[src/common/pinmux_pkg.sv]
package pinmux_pkg;

  // --------------------
  // Bus widths
  // --------------------
  localparam int DATA_W = 32;
  localparam int BE_W   = 4;
  localparam int ADDR_W = 8;
  // Word index from address bits 6:2
  localparam int IDX_W  = 5;

  // --------------------
  // Word map
  // --------------------
  localparam logic [IDX_W-1:0] IDX_CHIP_ID    = 5'd0;
  localparam logic [IDX_W-1:0] IDX_GLBL_CTRL  = 5'd1;
  localparam logic [IDX_W-1:0] IDX_GLBL_CFG   = 5'd2;
  localparam logic [IDX_W-1:0] IDX_IRQ_MASK   = 5'd3;
  localparam logic [IDX_W-1:0] IDX_IRQ_STAT   = 5'd4;
  localparam logic [IDX_W-1:0] IDX_GPIO_IN    = 5'd5;
  localparam logic [IDX_W-1:0] IDX_GPIO_OUT   = 5'd6;
  localparam logic [IDX_W-1:0] IDX_GPIO_DIR   = 5'd7;
  // Word 8 dropped, reads zero
  localparam logic [IDX_W-1:0] IDX_GPIO_ISTAT = 5'd9;
  localparam logic [IDX_W-1:0] IDX_GPIO_ISET  = 5'd10;
  localparam logic [IDX_W-1:0] IDX_GPIO_IMASK = 5'd11;

  // Manufacturer 8268, two cores, chip 3, revision 1
  localparam logic [DATA_W-1:0] CHIP_ID_VAL = 32'h8268_2301;

  // Sticky hardware sources in status byte 1
  localparam int HW_IRQ_W = 8;

  // --------------------
  // Bus write side
  // --------------------
  // One select per writable register
  typedef struct packed {
    logic glbl_ctrl;
    logic glbl_cfg;
    logic irq_mask;
    logic irq_stat;
    logic gpio_out;
    logic gpio_dir;
    logic gpio_istat;
    logic gpio_iset;
    logic gpio_imask;
  } reg_sel_t;

  typedef struct packed {
    reg_sel_t              sel;
    // Write seen in its acknowledge cycle, once per access
    logic                  commit;
    logic [DATA_W-1:0]     wdata;
    logic [BE_W-1:0]       be;
  } reg_wr_t;

  // --------------------
  // Global control word
  // --------------------
  typedef struct packed {
    logic [21:0] spare_hi;
    logic [1:0]  cpu_core_rst_n;
    logic        spare_7;
    logic        uart1_rst_n;
    logic        usb_rst_n;
    logic        i2cm_rst_n;
    logic        uart0_rst_n;
    logic        sspim_rst_n;
    logic        qspim_rst_n;
    logic        cpu_intf_rst_n;
  } glbl_ctrl_t;

  // Same word seen raw for bus access or as reset fields
  typedef union packed {
    logic [DATA_W-1:0] raw;
    glbl_ctrl_t        f;
  } glbl_ctrl_u;

  // Block resets, all active low
  typedef struct packed {
    logic [1:0] cpu_core_rst_n;
    logic       cpu_intf_rst_n;
    logic       qspim_rst_n;
    logic       sspim_rst_n;
    logic       uart0_rst_n;
    logic       i2cm_rst_n;
    logic       usb_rst_n;
    logic       uart1_rst_n;
  } rst_ctrl_t;

  typedef struct packed {
    logic [15:0] irq_lines;
    logic        soft_irq;
    logic [2:0]  user_irq;
  } riscv_irq_t;

  typedef struct packed {
    logic [9:0]  pulse_1us;
    logic [15:0] riscv_ctrl;
  } glbl_cfg_t;

  typedef struct packed {
    logic [DATA_W-1:0] out_data;
    logic [DATA_W-1:0] dir_sel;
    logic [DATA_W-1:0] data_in;
    logic [DATA_W-1:0] prev_indata;
  } gpio_cfg_t;

  // Readable words into the read mux, set word aliases status
  typedef struct packed {
    logic [DATA_W-1:0] chip_id;
    logic [DATA_W-1:0] glbl_ctrl;
    logic [DATA_W-1:0] glbl_cfg;
    logic [DATA_W-1:0] irq_mask;
    logic [DATA_W-1:0] irq_stat;
    logic [DATA_W-1:0] gpio_in;
    logic [DATA_W-1:0] gpio_out;
    logic [DATA_W-1:0] gpio_dir;
    logic [DATA_W-1:0] gpio_istat;
    logic [DATA_W-1:0] gpio_imask;
  } reg_words_t;

  // Byte enables widened to a bit mask
  function automatic logic [DATA_W-1:0] be_mask(input logic [BE_W-1:0] be);
    logic [DATA_W-1:0] m;
    for (int b = 0; b < BE_W; b++) begin
      m[8*b +: 8] = {8{be[b]}};
    end
    return m;
  endfunction

  // Old word with the enabled bytes replaced
  function automatic logic [DATA_W-1:0] be_merge(
    input logic [DATA_W-1:0] old_val,
    input logic [DATA_W-1:0] new_val,
    input logic [BE_W-1:0]   be
  );
    logic [DATA_W-1:0] m;
    m = be_mask(be);
    return (old_val & ~m) | (new_val & m);
  endfunction

endpackage

[src/design/reg_bus_decode.sv]
`timescale 1ns/1ps

module reg_bus_decode (
  input  logic                          mclk,
  input  logic                          h_reset_n,
  input  logic                          reg_cs,
  input  logic                          reg_wr,
  input  logic [pinmux_pkg::ADDR_W-1:0] reg_addr,
  input  logic [pinmux_pkg::DATA_W-1:0] reg_wdata,
  input  logic [pinmux_pkg::BE_W-1:0]   reg_be,
  output logic                          reg_ack,
  output pinmux_pkg::reg_wr_t           wr,
  output logic [pinmux_pkg::IDX_W-1:0]  rd_idx,
  output logic                          rd_capture
);

  logic [pinmux_pkg::IDX_W-1:0] idx;
  logic                         wr_en;

  // Word index, address bit 7 ignored
  assign idx   = reg_addr[pinmux_pkg::IDX_W+1:2];
  assign wr_en = reg_cs & reg_wr;

  // --------------------
  // Write selects
  // --------------------
  always_comb begin
    wr.sel.glbl_ctrl  = wr_en & (idx == pinmux_pkg::IDX_GLBL_CTRL);
    wr.sel.glbl_cfg   = wr_en & (idx == pinmux_pkg::IDX_GLBL_CFG);
    wr.sel.irq_mask   = wr_en & (idx == pinmux_pkg::IDX_IRQ_MASK);
    wr.sel.irq_stat   = wr_en & (idx == pinmux_pkg::IDX_IRQ_STAT);
    wr.sel.gpio_out   = wr_en & (idx == pinmux_pkg::IDX_GPIO_OUT);
    wr.sel.gpio_dir   = wr_en & (idx == pinmux_pkg::IDX_GPIO_DIR);
    wr.sel.gpio_istat = wr_en & (idx == pinmux_pkg::IDX_GPIO_ISTAT);
    wr.sel.gpio_iset  = wr_en & (idx == pinmux_pkg::IDX_GPIO_ISET);
    wr.sel.gpio_imask = wr_en & (idx == pinmux_pkg::IDX_GPIO_IMASK);
    // Second cycle of the access, for one-shot set and clear
    wr.commit         = wr_en & reg_ack;
    wr.wdata          = reg_wdata;
    wr.be             = reg_be;
  end

  // --------------------
  // Acknowledge
  // --------------------
  // First cycle of an access, read word captured here
  assign rd_capture = reg_cs & ~reg_ack;
  assign rd_idx     = idx;

  // Held reg_cs toggles ack, one access per two cycles
  always_ff @(posedge mclk or negedge h_reset_n) begin
    if (!h_reset_n) begin
      reg_ack <= 1'b0;
    end else begin
      reg_ack <= rd_capture;
    end
  end

  // At most one register written per cycle
  a_sel_onehot: assert property (@(posedge mclk) disable iff (!h_reset_n)
    $onehot0(wr.sel));

  // Ack is a single-cycle pulse even with reg_cs held
  a_ack_pulse: assert property (@(posedge mclk) disable iff (!h_reset_n)
    reg_ack |=> !reg_ack);

endmodule

[src/glbl_cfg/glbl_cfg_regs.sv]
`timescale 1ns/1ps

module glbl_cfg_regs (
  input  logic                          mclk,
  input  logic                          h_reset_n,
  input  pinmux_pkg::reg_wr_t           wr,
  input  logic [1:0]                    ext_intr_in,
  input  logic                          usb_intr,
  input  logic                          i2cm_intr,
  input  logic [2:0]                    timer_intr,
  input  logic                          gpio_intr,
  output pinmux_pkg::rst_ctrl_t         rst_ctrl,
  output pinmux_pkg::glbl_cfg_t         glbl_cfg,
  output pinmux_pkg::riscv_irq_t        riscv_irq,
  output logic [pinmux_pkg::DATA_W-1:0] chip_id_word,
  output logic [pinmux_pkg::DATA_W-1:0] glbl_ctrl_word,
  output logic [pinmux_pkg::DATA_W-1:0] glbl_cfg_word,
  output logic [pinmux_pkg::DATA_W-1:0] irq_mask_word,
  output logic [pinmux_pkg::DATA_W-1:0] irq_stat_word
);

  pinmux_pkg::glbl_ctrl_u          ctrl_q;
  logic [pinmux_pkg::DATA_W-1:0]   cfg_q;
  logic [pinmux_pkg::DATA_W-1:0]   mask_q;
  logic [7:0]                      stat_sw_lo;
  logic [pinmux_pkg::HW_IRQ_W-1:0] stat_hw;
  logic [3:0]                      stat_sw_hi;
  logic [pinmux_pkg::HW_IRQ_W-1:0] hw_req;
  logic [pinmux_pkg::HW_IRQ_W-1:0] hw_clr;

  // --------------------
  // Control, config, mask
  // --------------------
  always_ff @(posedge mclk or negedge h_reset_n) begin
    if (!h_reset_n) begin
      ctrl_q.raw <= '0;
      cfg_q      <= '0;
      mask_q     <= '0;
    end else begin
      if (wr.sel.glbl_ctrl) begin
        ctrl_q.raw <= pinmux_pkg::be_merge(ctrl_q.raw, wr.wdata, wr.be);
      end
      if (wr.sel.glbl_cfg) begin
        cfg_q <= pinmux_pkg::be_merge(cfg_q, wr.wdata, wr.be);
      end
      if (wr.sel.irq_mask) begin
        mask_q <= pinmux_pkg::be_merge(mask_q, wr.wdata, wr.be);
      end
    end
  end

  // Reset fields straight from the control word
  assign rst_ctrl = '{
    cpu_core_rst_n: ctrl_q.f.cpu_core_rst_n,
    cpu_intf_rst_n: ctrl_q.f.cpu_intf_rst_n,
    qspim_rst_n:    ctrl_q.f.qspim_rst_n,
    sspim_rst_n:    ctrl_q.f.sspim_rst_n,
    uart0_rst_n:    ctrl_q.f.uart0_rst_n,
    i2cm_rst_n:     ctrl_q.f.i2cm_rst_n,
    usb_rst_n:      ctrl_q.f.usb_rst_n,
    uart1_rst_n:    ctrl_q.f.uart1_rst_n
  };

  // Pulse count low, RISC-V control in the top half
  assign glbl_cfg = '{pulse_1us: cfg_q[9:0], riscv_ctrl: cfg_q[31:16]};

  // --------------------
  // Interrupt status
  // --------------------
  // Source order, high bit first
  assign hw_req = {gpio_intr, ext_intr_in, usb_intr, i2cm_intr, timer_intr};

  // Write-1 clear of byte 1, once per access
  assign hw_clr = (wr.commit && wr.sel.irq_stat && wr.be[1]) ? wr.wdata[15:8] : '0;

  always_ff @(posedge mclk or negedge h_reset_n) begin
    if (!h_reset_n) begin
      stat_sw_lo <= '0;
      stat_hw    <= '0;
      stat_sw_hi <= '0;
    end else begin
      // Bytes 0 and 2 are plain software bits
      if (wr.sel.irq_stat && wr.be[0]) begin
        stat_sw_lo <= wr.wdata[7:0];
      end
      if (wr.sel.irq_stat && wr.be[2]) begin
        stat_sw_hi <= wr.wdata[19:16];
      end
      // Hardware set beats software clear
      stat_hw <= (stat_hw & ~hw_clr) | hw_req;
    end
  end

  // Masked interrupt lines to the core
  assign riscv_irq = '{
    irq_lines: mask_q[15:0] & irq_stat_word[15:0],
    soft_irq:  mask_q[16] & irq_stat_word[16],
    user_irq:  mask_q[19:17] & irq_stat_word[19:17]
  };

  // Readback words
  assign chip_id_word   = pinmux_pkg::CHIP_ID_VAL;
  assign glbl_ctrl_word = ctrl_q.raw;
  assign glbl_cfg_word  = cfg_q;
  assign irq_mask_word  = mask_q;
  assign irq_stat_word  = {12'h0, stat_sw_hi, stat_hw, stat_sw_lo};

  // A line the bus sees as masked never reaches the core
  a_irq_masked: assert property (@(posedge mclk) disable iff (!h_reset_n)
    (riscv_irq.irq_lines & ~irq_mask_word[15:0]) == '0);

endmodule

[src/gpio/gpio_regs.sv]
`timescale 1ns/1ps

module gpio_regs (
  input  logic                          mclk,
  input  logic                          h_reset_n,
  input  pinmux_pkg::reg_wr_t           wr,
  input  logic [pinmux_pkg::DATA_W-1:0] gpio_in_data,
  input  logic [pinmux_pkg::DATA_W-1:0] gpio_int_event,
  output pinmux_pkg::gpio_cfg_t         gpio_cfg,
  output logic                          gpio_intr,
  output logic [pinmux_pkg::DATA_W-1:0] gpio_in_word,
  output logic [pinmux_pkg::DATA_W-1:0] gpio_out_word,
  output logic [pinmux_pkg::DATA_W-1:0] gpio_dir_word,
  output logic [pinmux_pkg::DATA_W-1:0] gpio_istat_word,
  output logic [pinmux_pkg::DATA_W-1:0] gpio_imask_word
);

  logic [pinmux_pkg::DATA_W-1:0] in_s;
  logic [pinmux_pkg::DATA_W-1:0] in_ss;
  logic [pinmux_pkg::DATA_W-1:0] in_q;
  logic [pinmux_pkg::DATA_W-1:0] out_q;
  logic [pinmux_pkg::DATA_W-1:0] dir_q;
  logic [pinmux_pkg::DATA_W-1:0] imask_q;
  logic [pinmux_pkg::DATA_W-1:0] istat_q;
  logic [pinmux_pkg::DATA_W-1:0] istat_set;
  logic [pinmux_pkg::DATA_W-1:0] istat_clr;

  // --------------------
  // Input synchroniser
  // --------------------
  // Two flops for metastability, third holds the readable copy
  always_ff @(posedge mclk or negedge h_reset_n) begin
    if (!h_reset_n) begin
      in_s  <= '0;
      in_ss <= '0;
      in_q  <= '0;
    end else begin
      in_s  <= gpio_in_data;
      in_ss <= in_s;
      in_q  <= in_ss;
    end
  end

  // --------------------
  // Output, direction, mask
  // --------------------
  always_ff @(posedge mclk or negedge h_reset_n) begin
    if (!h_reset_n) begin
      out_q   <= '0;
      dir_q   <= '0;
      imask_q <= '0;
    end else begin
      if (wr.sel.gpio_out) begin
        out_q <= pinmux_pkg::be_merge(out_q, wr.wdata, wr.be);
      end
      if (wr.sel.gpio_dir) begin
        dir_q <= pinmux_pkg::be_merge(dir_q, wr.wdata, wr.be);
      end
      if (wr.sel.gpio_imask) begin
        imask_q <= pinmux_pkg::be_merge(imask_q, wr.wdata, wr.be);
      end
    end
  end

  // --------------------
  // Interrupt status
  // --------------------
  // Set from pin events or write-1 to the set word
  assign istat_set = gpio_int_event |
                     ((wr.commit && wr.sel.gpio_iset) ? wr.wdata : '0);

  // Write-1 clear, each byte under its own enable
  assign istat_clr = (wr.commit && wr.sel.gpio_istat) ?
                     (wr.wdata & pinmux_pkg::be_mask(wr.be)) : '0;

  always_ff @(posedge mclk or negedge h_reset_n) begin
    if (!h_reset_n) begin
      istat_q <= '0;
    end else begin
      // Event posting wins over host clear
      istat_q <= (istat_q & ~istat_clr) | istat_set;
    end
  end

  // Combined interrupt to the global block
  assign gpio_intr = |(istat_q & imask_q);

  assign gpio_cfg = '{
    out_data:    out_q,
    dir_sel:     dir_q,
    data_in:     in_q,
    prev_indata: in_ss
  };

  // Readback words
  assign gpio_in_word    = in_q;
  assign gpio_out_word   = out_q;
  assign gpio_dir_word   = dir_q;
  assign gpio_istat_word = istat_q;
  assign gpio_imask_word = imask_q;

  // Interrupt only with a pending unmasked status bit
  a_intr_source: assert property (@(posedge mclk) disable iff (!h_reset_n)
    gpio_intr |-> |(gpio_istat_word & gpio_imask_word));

endmodule

[src/design/reg_read_mux.sv]
`timescale 1ns/1ps

module reg_read_mux (
  input  logic                          mclk,
  input  logic                          h_reset_n,
  input  logic [pinmux_pkg::IDX_W-1:0]  rd_idx,
  input  logic                          rd_capture,
  input  pinmux_pkg::reg_words_t        words,
  output logic [pinmux_pkg::DATA_W-1:0] reg_rdata
);

  logic [pinmux_pkg::DATA_W-1:0] rd_word;

  // --------------------
  // Word select
  // --------------------
  always_comb begin
    case (rd_idx)
      pinmux_pkg::IDX_CHIP_ID:    rd_word = words.chip_id;
      pinmux_pkg::IDX_GLBL_CTRL:  rd_word = words.glbl_ctrl;
      pinmux_pkg::IDX_GLBL_CFG:   rd_word = words.glbl_cfg;
      pinmux_pkg::IDX_IRQ_MASK:   rd_word = words.irq_mask;
      pinmux_pkg::IDX_IRQ_STAT:   rd_word = words.irq_stat;
      pinmux_pkg::IDX_GPIO_IN:    rd_word = words.gpio_in;
      pinmux_pkg::IDX_GPIO_OUT:   rd_word = words.gpio_out;
      pinmux_pkg::IDX_GPIO_DIR:   rd_word = words.gpio_dir;
      // Set word reads back as status
      pinmux_pkg::IDX_GPIO_ISTAT,
      pinmux_pkg::IDX_GPIO_ISET:  rd_word = words.gpio_istat;
      pinmux_pkg::IDX_GPIO_IMASK: rd_word = words.gpio_imask;
      // Unmapped and dropped words
      default:                    rd_word = '0;
    endcase
  end

  // Sampled in the cycle before ack, held while ack is high
  always_ff @(posedge mclk or negedge h_reset_n) begin
    if (!h_reset_n) begin
      reg_rdata <= '0;
    end else if (rd_capture) begin
      reg_rdata <= rd_word;
    end
  end

endmodule

[src/design/pinmux_reg.sv]
`timescale 1ns/1ps

module pinmux_reg (
  input  logic                          mclk,
  input  logic                          h_reset_n,
  // Register bus
  input  logic                          reg_cs,
  input  logic                          reg_wr,
  input  logic [pinmux_pkg::ADDR_W-1:0] reg_addr,
  input  logic [pinmux_pkg::DATA_W-1:0] reg_wdata,
  input  logic [pinmux_pkg::BE_W-1:0]   reg_be,
  output logic [pinmux_pkg::DATA_W-1:0] reg_rdata,
  output logic                          reg_ack,
  // Interrupt sources
  input  logic [1:0]                    ext_intr_in,
  input  logic                          usb_intr,
  input  logic                          i2cm_intr,
  input  logic [2:0]                    timer_intr,
  // GPIO pins and events
  input  logic [pinmux_pkg::DATA_W-1:0] gpio_in_data,
  input  logic [pinmux_pkg::DATA_W-1:0] gpio_int_event,
  // Configuration out
  output pinmux_pkg::rst_ctrl_t         rst_ctrl,
  output pinmux_pkg::glbl_cfg_t         glbl_cfg,
  output pinmux_pkg::riscv_irq_t        riscv_irq,
  output pinmux_pkg::gpio_cfg_t         gpio_cfg,
  output logic                          gpio_intr
);

  pinmux_pkg::reg_wr_t          wr;
  logic [pinmux_pkg::IDX_W-1:0] rd_idx;
  logic                         rd_capture;
  // Driven field by field from both register blocks
  wire pinmux_pkg::reg_words_t  words;

  // --------------------
  // Decode
  // --------------------
  reg_bus_decode u_decode (
    .mclk       (mclk),
    .h_reset_n  (h_reset_n),
    .reg_cs     (reg_cs),
    .reg_wr     (reg_wr),
    .reg_addr   (reg_addr),
    .reg_wdata  (reg_wdata),
    .reg_be     (reg_be),
    .reg_ack    (reg_ack),
    .wr         (wr),
    .rd_idx     (rd_idx),
    .rd_capture (rd_capture)
  );

  // --------------------
  // Register blocks
  // --------------------
  glbl_cfg_regs u_glbl (
    .mclk           (mclk),
    .h_reset_n      (h_reset_n),
    .wr             (wr),
    .ext_intr_in    (ext_intr_in),
    .usb_intr       (usb_intr),
    .i2cm_intr      (i2cm_intr),
    .timer_intr     (timer_intr),
    .gpio_intr      (gpio_intr),
    .rst_ctrl       (rst_ctrl),
    .glbl_cfg       (glbl_cfg),
    .riscv_irq      (riscv_irq),
    .chip_id_word   (words.chip_id),
    .glbl_ctrl_word (words.glbl_ctrl),
    .glbl_cfg_word  (words.glbl_cfg),
    .irq_mask_word  (words.irq_mask),
    .irq_stat_word  (words.irq_stat)
  );

  gpio_regs u_gpio (
    .mclk            (mclk),
    .h_reset_n       (h_reset_n),
    .wr              (wr),
    .gpio_in_data    (gpio_in_data),
    .gpio_int_event  (gpio_int_event),
    .gpio_cfg        (gpio_cfg),
    .gpio_intr       (gpio_intr),
    .gpio_in_word    (words.gpio_in),
    .gpio_out_word   (words.gpio_out),
    .gpio_dir_word   (words.gpio_dir),
    .gpio_istat_word (words.gpio_istat),
    .gpio_imask_word (words.gpio_imask)
  );

  // --------------------
  // Read data
  // --------------------
  reg_read_mux u_rd_mux (
    .mclk       (mclk),
    .h_reset_n  (h_reset_n),
    .rd_idx     (rd_idx),
    .rd_capture (rd_capture),
    .words      (words),
    .reg_rdata  (reg_rdata)
  );

endmodule

[config.mk]
export PLATFORM = sky130hd
export DESIGN_NAME = pinmux_reg
export DESIGN_NICKNAME = d
export VERILOG_FILES = /design/src/common/pinmux_pkg.sv /design/src/design/reg_bus_decode.sv /design/src/glbl_cfg/glbl_cfg_regs.sv /design/src/gpio/gpio_regs.sv /design/src/design/reg_read_mux.sv /design/src/design/pinmux_reg.sv
export SDC_FILE = /design/constraint.sdc
export NUM_CORES = 1
export LEC_CHECK = 0
export BUFFER_PORTS_ARGS = -buffer_cell sky130_fd_sc_hd__buf_4
export CORE_ASPECT_RATIO = 0.7
export CORE_MARGIN = 2
export CORE_UTILIZATION = 40
export CTS_CLUSTER_DIAMETER = 200
export DETAILED_ROUTE_END_ITERATION = 8
export HOLD_SLACK_MARGIN = 0.02
export SYNTH_ARGS = -nofsm -noshare
export SYNTH_HDL_FRONTEND = slang
export SYNTH_SLANG_ARGS = --single-unit
[constraint.sdc]
create_clock -name mclk -period 4 [get_ports mclk]
set_input_delay 1.2 -clock mclk [delete_from_list [all_inputs] [get_ports mclk]]
set_output_delay 1.2 -clock mclk [all_outputs]
set_load 0.01 [all_outputs]
==> results of run 1 <==
==> logic make-up after synthesis <==
logic type                count (synthesis)  synth area share
DFF                                     373             0.596
muxes                                   222             0.159
AOI/OAI and AO/OA                       213             0.114
buffers and inverters                    90            0.0367
xor gates and xnor gates                  1          0.000559
and+or+nand+nor                         239            0.0938
==> final cells by class <==
type / count / area, µm² / share of cell area
Antenna cell: 1 / 2.50 / 0.000125
Clock buffer: 56 / 1130 / 0.0563
Clock inverter: 9 / 70.1 / 0.00349
Inverter: 1 / 3.75 / 0.000187
Multi-Input combinational cell: 675 / 5780 / 0.288
Sequential cell: 373 / 9330 / 0.465
Tap cell: 527 / 659 / 0.0329
Timing Repair Buffer: 388 / 3080 / 0.154
==> stage by stage <==
stage | hold slack, ns | instance area, µm²
after global placement | 0.332 | 18900
after CTS | 0.349 | 20100
after floorplan | 0.331 | 15700
final | 0.346 | 20100
after global routing | 0.354 | 20100
after detailed placement | 0.335 | 18900
==> cells in the final DEF (no fill, tap or decap), drive strengths merged, types with 3 or more instances in the layout <==
cell type / instances
a2111oi: 6
nor3b: 3
a2bb2oi: 3
a221o: 34
and2: 27
a22oi: 77
clkinv: 8
nor3: 4
nor2: 35
mux2i: 12
nand3: 26
a32o: 3
nand4b: 3
and3: 27
clkbuf: 56
nand2b: 5
a21oi: 16
a221oi: 22
dfrtp: 373
mux2: 210
nor2b: 7
nand2: 69
nand4: 15
a22o: 33
a21o: 8
buf: 388
==> final timing paths <==
path	to	startpoint	slack, ns
hold reg to reg	u_gpio.in_ss[6]	u_gpio.in_s[6]	0.35
max in group asynchronous	async pin	h_reset_n	2.35
setup reg to reg	u_glbl.stat_hw[7]	u_gpio.gpio_istat_word[17]	1.79
hold / removal	u_gpio.in_ss[6]	u_gpio.in_s[6]	0.35
setup / recovery	gpio_intr	u_gpio.gpio_istat_word[17]	0.14
min in group asynchronous	u_gpio.gpio_in_word[19]	h_reset_n	0.66
==> power by group through the flow <==
stage	logic [mW]	registers, mW	clock network [mW]
global route	1.04	4.21	3.71
finish	0.975	4.19	3.47
detailed placement	0.980	4.25	0
global placement	0.968	4.24	0
floorplan	0.389	4.24	0
CTS	0.983	4.19	3.54
==> layer usage <==
layer / track usage / vias to the layer above / share of wire / wire [µm]
li1: - / 4922 / - / -
met1: 0.412 / 6117 / 0.47 / 26100
met2: 0.399 / 492 / 0.44 / 24500
met3: 0.0509 / 72 / 0.068 / 3760
met4: 0.0786 / 2 / 0.024 / 1340
met5: 0 / - / 0.00018 / 10
==> worst max-delay path: stages (launching register included) <==
cell     delay, ns
dfrtp_1       0.42
a22oi_1       0.52
nand4_1       0.33
or4_1         0.68
buf_4         0.19
==> flow_metrics.env, run 1 <==
export IMPL_die_area_um2=40800
export IMPL_holdPathStages=0
export IMPL_netlist_area_um2=15700
export IMPL_maxSlewViolCount=0
export IMPL_finalCritPeriodShare=0.965
export IMPL_post_route_min_period_ns=3.86
export IMPL_p_leak_nw=9.42
export IMPL_end_kind="output pin"
export IMPL_port_buffer_count=332
export IMPL_max_slew_margin_rel=0.279
export IMPL_ys_flop_type="dfrtp_1"
export IMPL_final_util=0.521
export IMPL_io_pins=336
export IMPL_ys_ff_latch=373
export IMPL_viasPerCell=5.72
export IMPL_status="finished, final reports clean"
export IMPL_fill_cells=3372
export IMPL_peakVddDrop_uv=272
export IMPL_cts_resized=0
export IMPL_yosys_warnings=0
export IMPL_h_tree_depth=2
export IMPL_die_x_um=240
export IMPL_synth_edf_count=0
export IMPL_place_gp_congestion=0.854
export IMPL_fin_worst_skew_ns=0.0294
export IMPL_area_growth_pct=28.1
export IMPL_clk_pin_slew_ns=0.06
export IMPL_yosysTopAreaCellShare=0.596
export IMPL_synth_area_leaders="dfrtp_1, mux2_2, a22oi_1"
export IMPL_fp_dieH_um=170
export IMPL_criticalPathCategory="register to output pin"
export IMPL_synth_nets=1257
export IMPL_routed_wl_um=55700
export IMPL_cts_tree="yes"
export IMPL_grt_pass1_wl_um=80500
export IMPL_critPathRequiredTime_ns=2.80
export IMPL_power_switching_mw=2.20
export IMPL_syn_inst=1138
export IMPL_final_setup_tns_ns=0
export IMPL_cts_buffer_depth=3
export IMPL_drt_iter0_markers=916
export IMPL_reg2reg_depth=4
export IMPL_pwr_share_comb=0.113
export IMPL_dp_cells=1964
export IMPL_synth_cell_type_count=62
export IMPL_worstMarginPinSlew_ns=1.08
export IMPL_preCtsSetupSlack_ns=0.471
export IMPL_cellInternalPower_mw=6.43
export IMPL_power_share_clock=0.402
export IMPL_rsz0062_at_grt="no"
export IMPL_swShare=0.255
export IMPL_synthArstFlopShare=1.00
export IMPL_drv_cap=0
export IMPL_yosysMostFrequentCell="dfrtp_1"
export IMPL_setup_ws_ns=0.138
export IMPL_cts_root_buf="clkbuf_16"
export IMPL_path_max_fanout=3
export IMPL_drc_errors=0
export IMPL_synthTopCellsByCount="dfrtp_1, mux2_2, a22oi_1"
export IMPL_numCtsBuffers=38
export IMPL_syn_avg_cell_area_um2=13.8
export IMPL_setup_viol=0
export IMPL_grt_max_degree=99
export IMPL_fmax_mhz=259
export IMPL_row_count=60
export IMPL_cts_hold_buf=0
export IMPL_seq_power_share=0.485
export IMPL_hp_class="register to register"
export IMPL_vias=11600
export IMPL_fin_nets=1596
export IMPL_total_power_mw=8.64
export IMPL_grt_usage=0.273
export IMPL_worstSkewPairLatency_ns=0.56
export IMPL_hold_viol=0
export IMPL_grt_pass1_vias=11800
export IMPL_yosysTopAreaCell="dfrtp_1"
export IMPL_layout_drive_gt1_share=0.471
export IMPL_clock_sinks=373
export IMPL_postCtsSetupRepairBufs=0
export IMPL_start_kind="register"
export IMPL_fp_coreArea_um2=38500
export IMPL_start_util=0.407
export IMPL_antenna_found_initial=4
export IMPL_antenna_left=0
export IMPL_yosysSeqAreaShare=0.596
export IMPL_final_cells=2030
export IMPL_dp_final_hpwl_um=39300
export IMPL_drt_pre_antenna_iters=5
export IMPL_routedWlPerCell_um=27.5
export IMPL_worstPathArrival_ns=2.66
export IMPL_power_density_nw_per_um2=431
export IMPL_grt_overflow=0
Note: power is estimated with default switching activity, not from simulation.
==> inputs of run 2 (changes only) <==
CTS_BUF_LIST = sky130_fd_sc_hd__clkbuf_16   (was default)
==> run 2 against run 1 <==
Effect of this change: wire length hardly changed; final area is 0.45% lower; clock skew is 0.00080 ns lower; clock power is 5.8% lower; count of clock-buffer cells in the layout is 17 lower; sequential share of layout area is 0.21 points higher; worst hold slack hardly changed; utilization is 0.23 points lower; sequential cell count stayed put; fmax is 0.93% higher; non-clock buffer count stayed put; critical endpoint unchanged; largest power group unchanged.
==> flow_metrics.env, run 2 (synthesis gave the netlist of run 1 again) <==
export IMPL_dp_final_hpwl_um=39300
export IMPL_routed_wl_um=55700
export IMPL_numCtsBuffers=38
export IMPL_fin_worst_skew_ns=0.0286
export IMPL_cp_startpoint="u_gpio.gpio_istat_word[17]"
export IMPL_layout_drive_gt1_share=0.465
export IMPL_finalCritPeriodShare=0.957
export IMPL_power_density_nw_per_um2=423
export IMPL_worstPathArrival_ns=2.63
export IMPL_critPathRequiredTime_ns=2.80
export IMPL_setup_viol=0
export IMPL_routedWlPerCell_um=27.4
export IMPL_place_gp_congestion=0.854
export IMPL_maxSlewViolCount=0
export IMPL_hold_ws_ns=0.346
export IMPL_io_pins=336
export IMPL_path_max_fanout=3
export IMPL_critPathBufInv=1
export IMPL_hold_viol=0
export IMPL_layout_commonest_cell="buf_4"
export IMPL_die_x_um=240
export IMPL_final_util=0.519
export IMPL_cellInternalPower_mw=6.24
export IMPL_endpoint="gpio_intr"
export IMPL_reg2reg_depth=4
export IMPL_viasPerCell=5.74
export IMPL_hp_start="u_gpio.in_s[6]"
export IMPL_worst_path_max_delay_cell="or4_1"
export IMPL_power_share_clock=0.388
export IMPL_max_slew_margin_rel=0.258
export IMPL_drt_iter0_markers=901
export IMPL_peakVddDrop_uv=271
export IMPL_path_depth=4
export IMPL_seq_power_share=0.496
export IMPL_row_count=60
export IMPL_swShare=0.260
export IMPL_grt_pass1_vias=11900
export IMPL_antenna_found_initial=4
export IMPL_grt_pass1_wl_um=80600
export IMPL_final_cell_mix="buf_4, dfrtp_1, mux2_2"
export IMPL_r2r_setup_slack_ns=1.83
export IMPL_postCtsSetupRepairBufs=0
export IMPL_cts_buffer_depth=3
export IMPL_power_switching_mw=2.20
export IMPL_end_kind="output pin"
export IMPL_clock_sinks=373
export IMPL_drc_errors=0
export IMPL_final_setup_tns_ns=0
export IMPL_status="finished, final reports clean"
export IMPL_cts_hold_buf=0
export IMPL_setup_ws_ns=0.174
export IMPL_area_growth_pct=27.5
export IMPL_fill_cells=3379
export IMPL_preCtsSetupSlack_ns=0.471
export IMPL_r2r_start="u_gpio.gpio_istat_word[17]"
export IMPL_h_tree_depth=2
export IMPL_criticalPathCategory="register to output pin"
export IMPL_fin_nets=1596
export IMPL_fmax_mhz=261
export IMPL_timing_rr_end="u_glbl.stat_hw[7]"
export IMPL_rsz0062_at_grt="no"
export IMPL_grt_max_degree=99
export IMPL_start_kind="register"
export IMPL_crit_chain="a22oi_1 > nand4_1 > or4_1 > buf_4"
export IMPL_cts_root_buf="clkbuf_16"
export IMPL_vias=11700
export IMPL_antenna_left=0
export IMPL_grt_usage=0.273
export IMPL_worstMarginPinSlew_ns=1.11
export IMPL_drt_pre_antenna_iters=5
export IMPL_p_leak_nw=9.40
export IMPL_total_power_mw=8.44
export IMPL_grt_overflow=0
export IMPL_die_area_um2=40800
export IMPL_fp_coreArea_um2=38500
export IMPL_critPathTopFamily="simple AND/OR/NAND/NOR gates"
export IMPL_hp_class="register to register"
export IMPL_worstSkewPairLatency_ns=0.56
export IMPL_cp_slowest_stage_delay_ns=0.68
export IMPL_clk_pin_slew_ns=0.06
export IMPL_post_route_min_period_ns=3.83
export IMPL_port_buffer_count=332
export IMPL_pwr_share_comb=0.116
export IMPL_fp_dieH_um=170
export IMPL_start_util=0.407
export IMPL_drv_cap=0
export IMPL_cts_resized=0
export IMPL_cts_tree="yes"
## run 2: changes by cell type in the layout (fill, tap and decap cells not counted), sizes merged
| cell | delta |
|---|---|
| clkbuf | -17 |
| clkinv | +9 |
| inv | +8 |
## run 2: metrics by stage
step,std cells,instance area (µm²)
2_1_floorplan,1138,15700
5_1_grt,2030,20000
6_report,2030,20000
3_3_place_gp,1964,18900
4_1_cts,2029,20000
3_5_place_dp,1964,18900
## run 2: worst reg2reg max path, delay by kind of cell, from the launching register on
kind | cells | cell delay, ns
simple gates | 2 | 1.00
flops | 1 | 0.41
compound gates | 2 | 0.69
## run 2: metal layers
| layer | up-vias | part of all wire | track usage | wire length [µm] |
|---|---|---|---|---|
| met1 | 6149 | 0.46 | 0.411 | 25500 |
| met4 | 2 | 0.026 | 0.0775 | 1460 |
| met2 | 506 | 0.44 | 0.402 | 24500 |
| li1 | 4920 | - | - | - |
| met5 | - | 0.00018 | 0 | 10 |
| met3 | 79 | 0.077 | 0.0509 | 4280 |
## run 2: worst min path at each step
stage | endpoint | depth (start not counted)
2_1_floorplan | u_gpio.in_ss[0] | 0
3_3_place_gp | u_gpio.in_ss[11] | 0
3_5_place_dp | u_gpio.in_ss[10] | 0
4_1_cts | u_gpio.in_ss[28] | 0
5_1_grt | u_gpio.in_ss[14] | 0
6_report | u_gpio.in_ss[6] | 0
## run 2: final cells by class
class                      instances  area, µm²  area share
tap                              527        659      0.0330
sequential                       373       9330       0.467
inverter                           1       3.75    0.000188
antenna                            1       2.50    0.000125
multi-input combinational        675       5780       0.289
clock inverter                    26        134     0.00670
clock buffer                      39        976      0.0489
timing repair buffer             388       3080       0.154
## run 2: power by group through the flow
stage / clock, mW / combinational [mW] / sequential (mW)
after global routing: 3.51 / 1.04 / 4.21
after global placement: 0 / 0.968 / 4.24
final: 3.27 / 0.975 / 4.19
after CTS: 3.34 / 0.983 / 4.19
after floorplan: 0 / 0.389 / 4.24
after detailed placement: 0 / 0.980 / 4.25
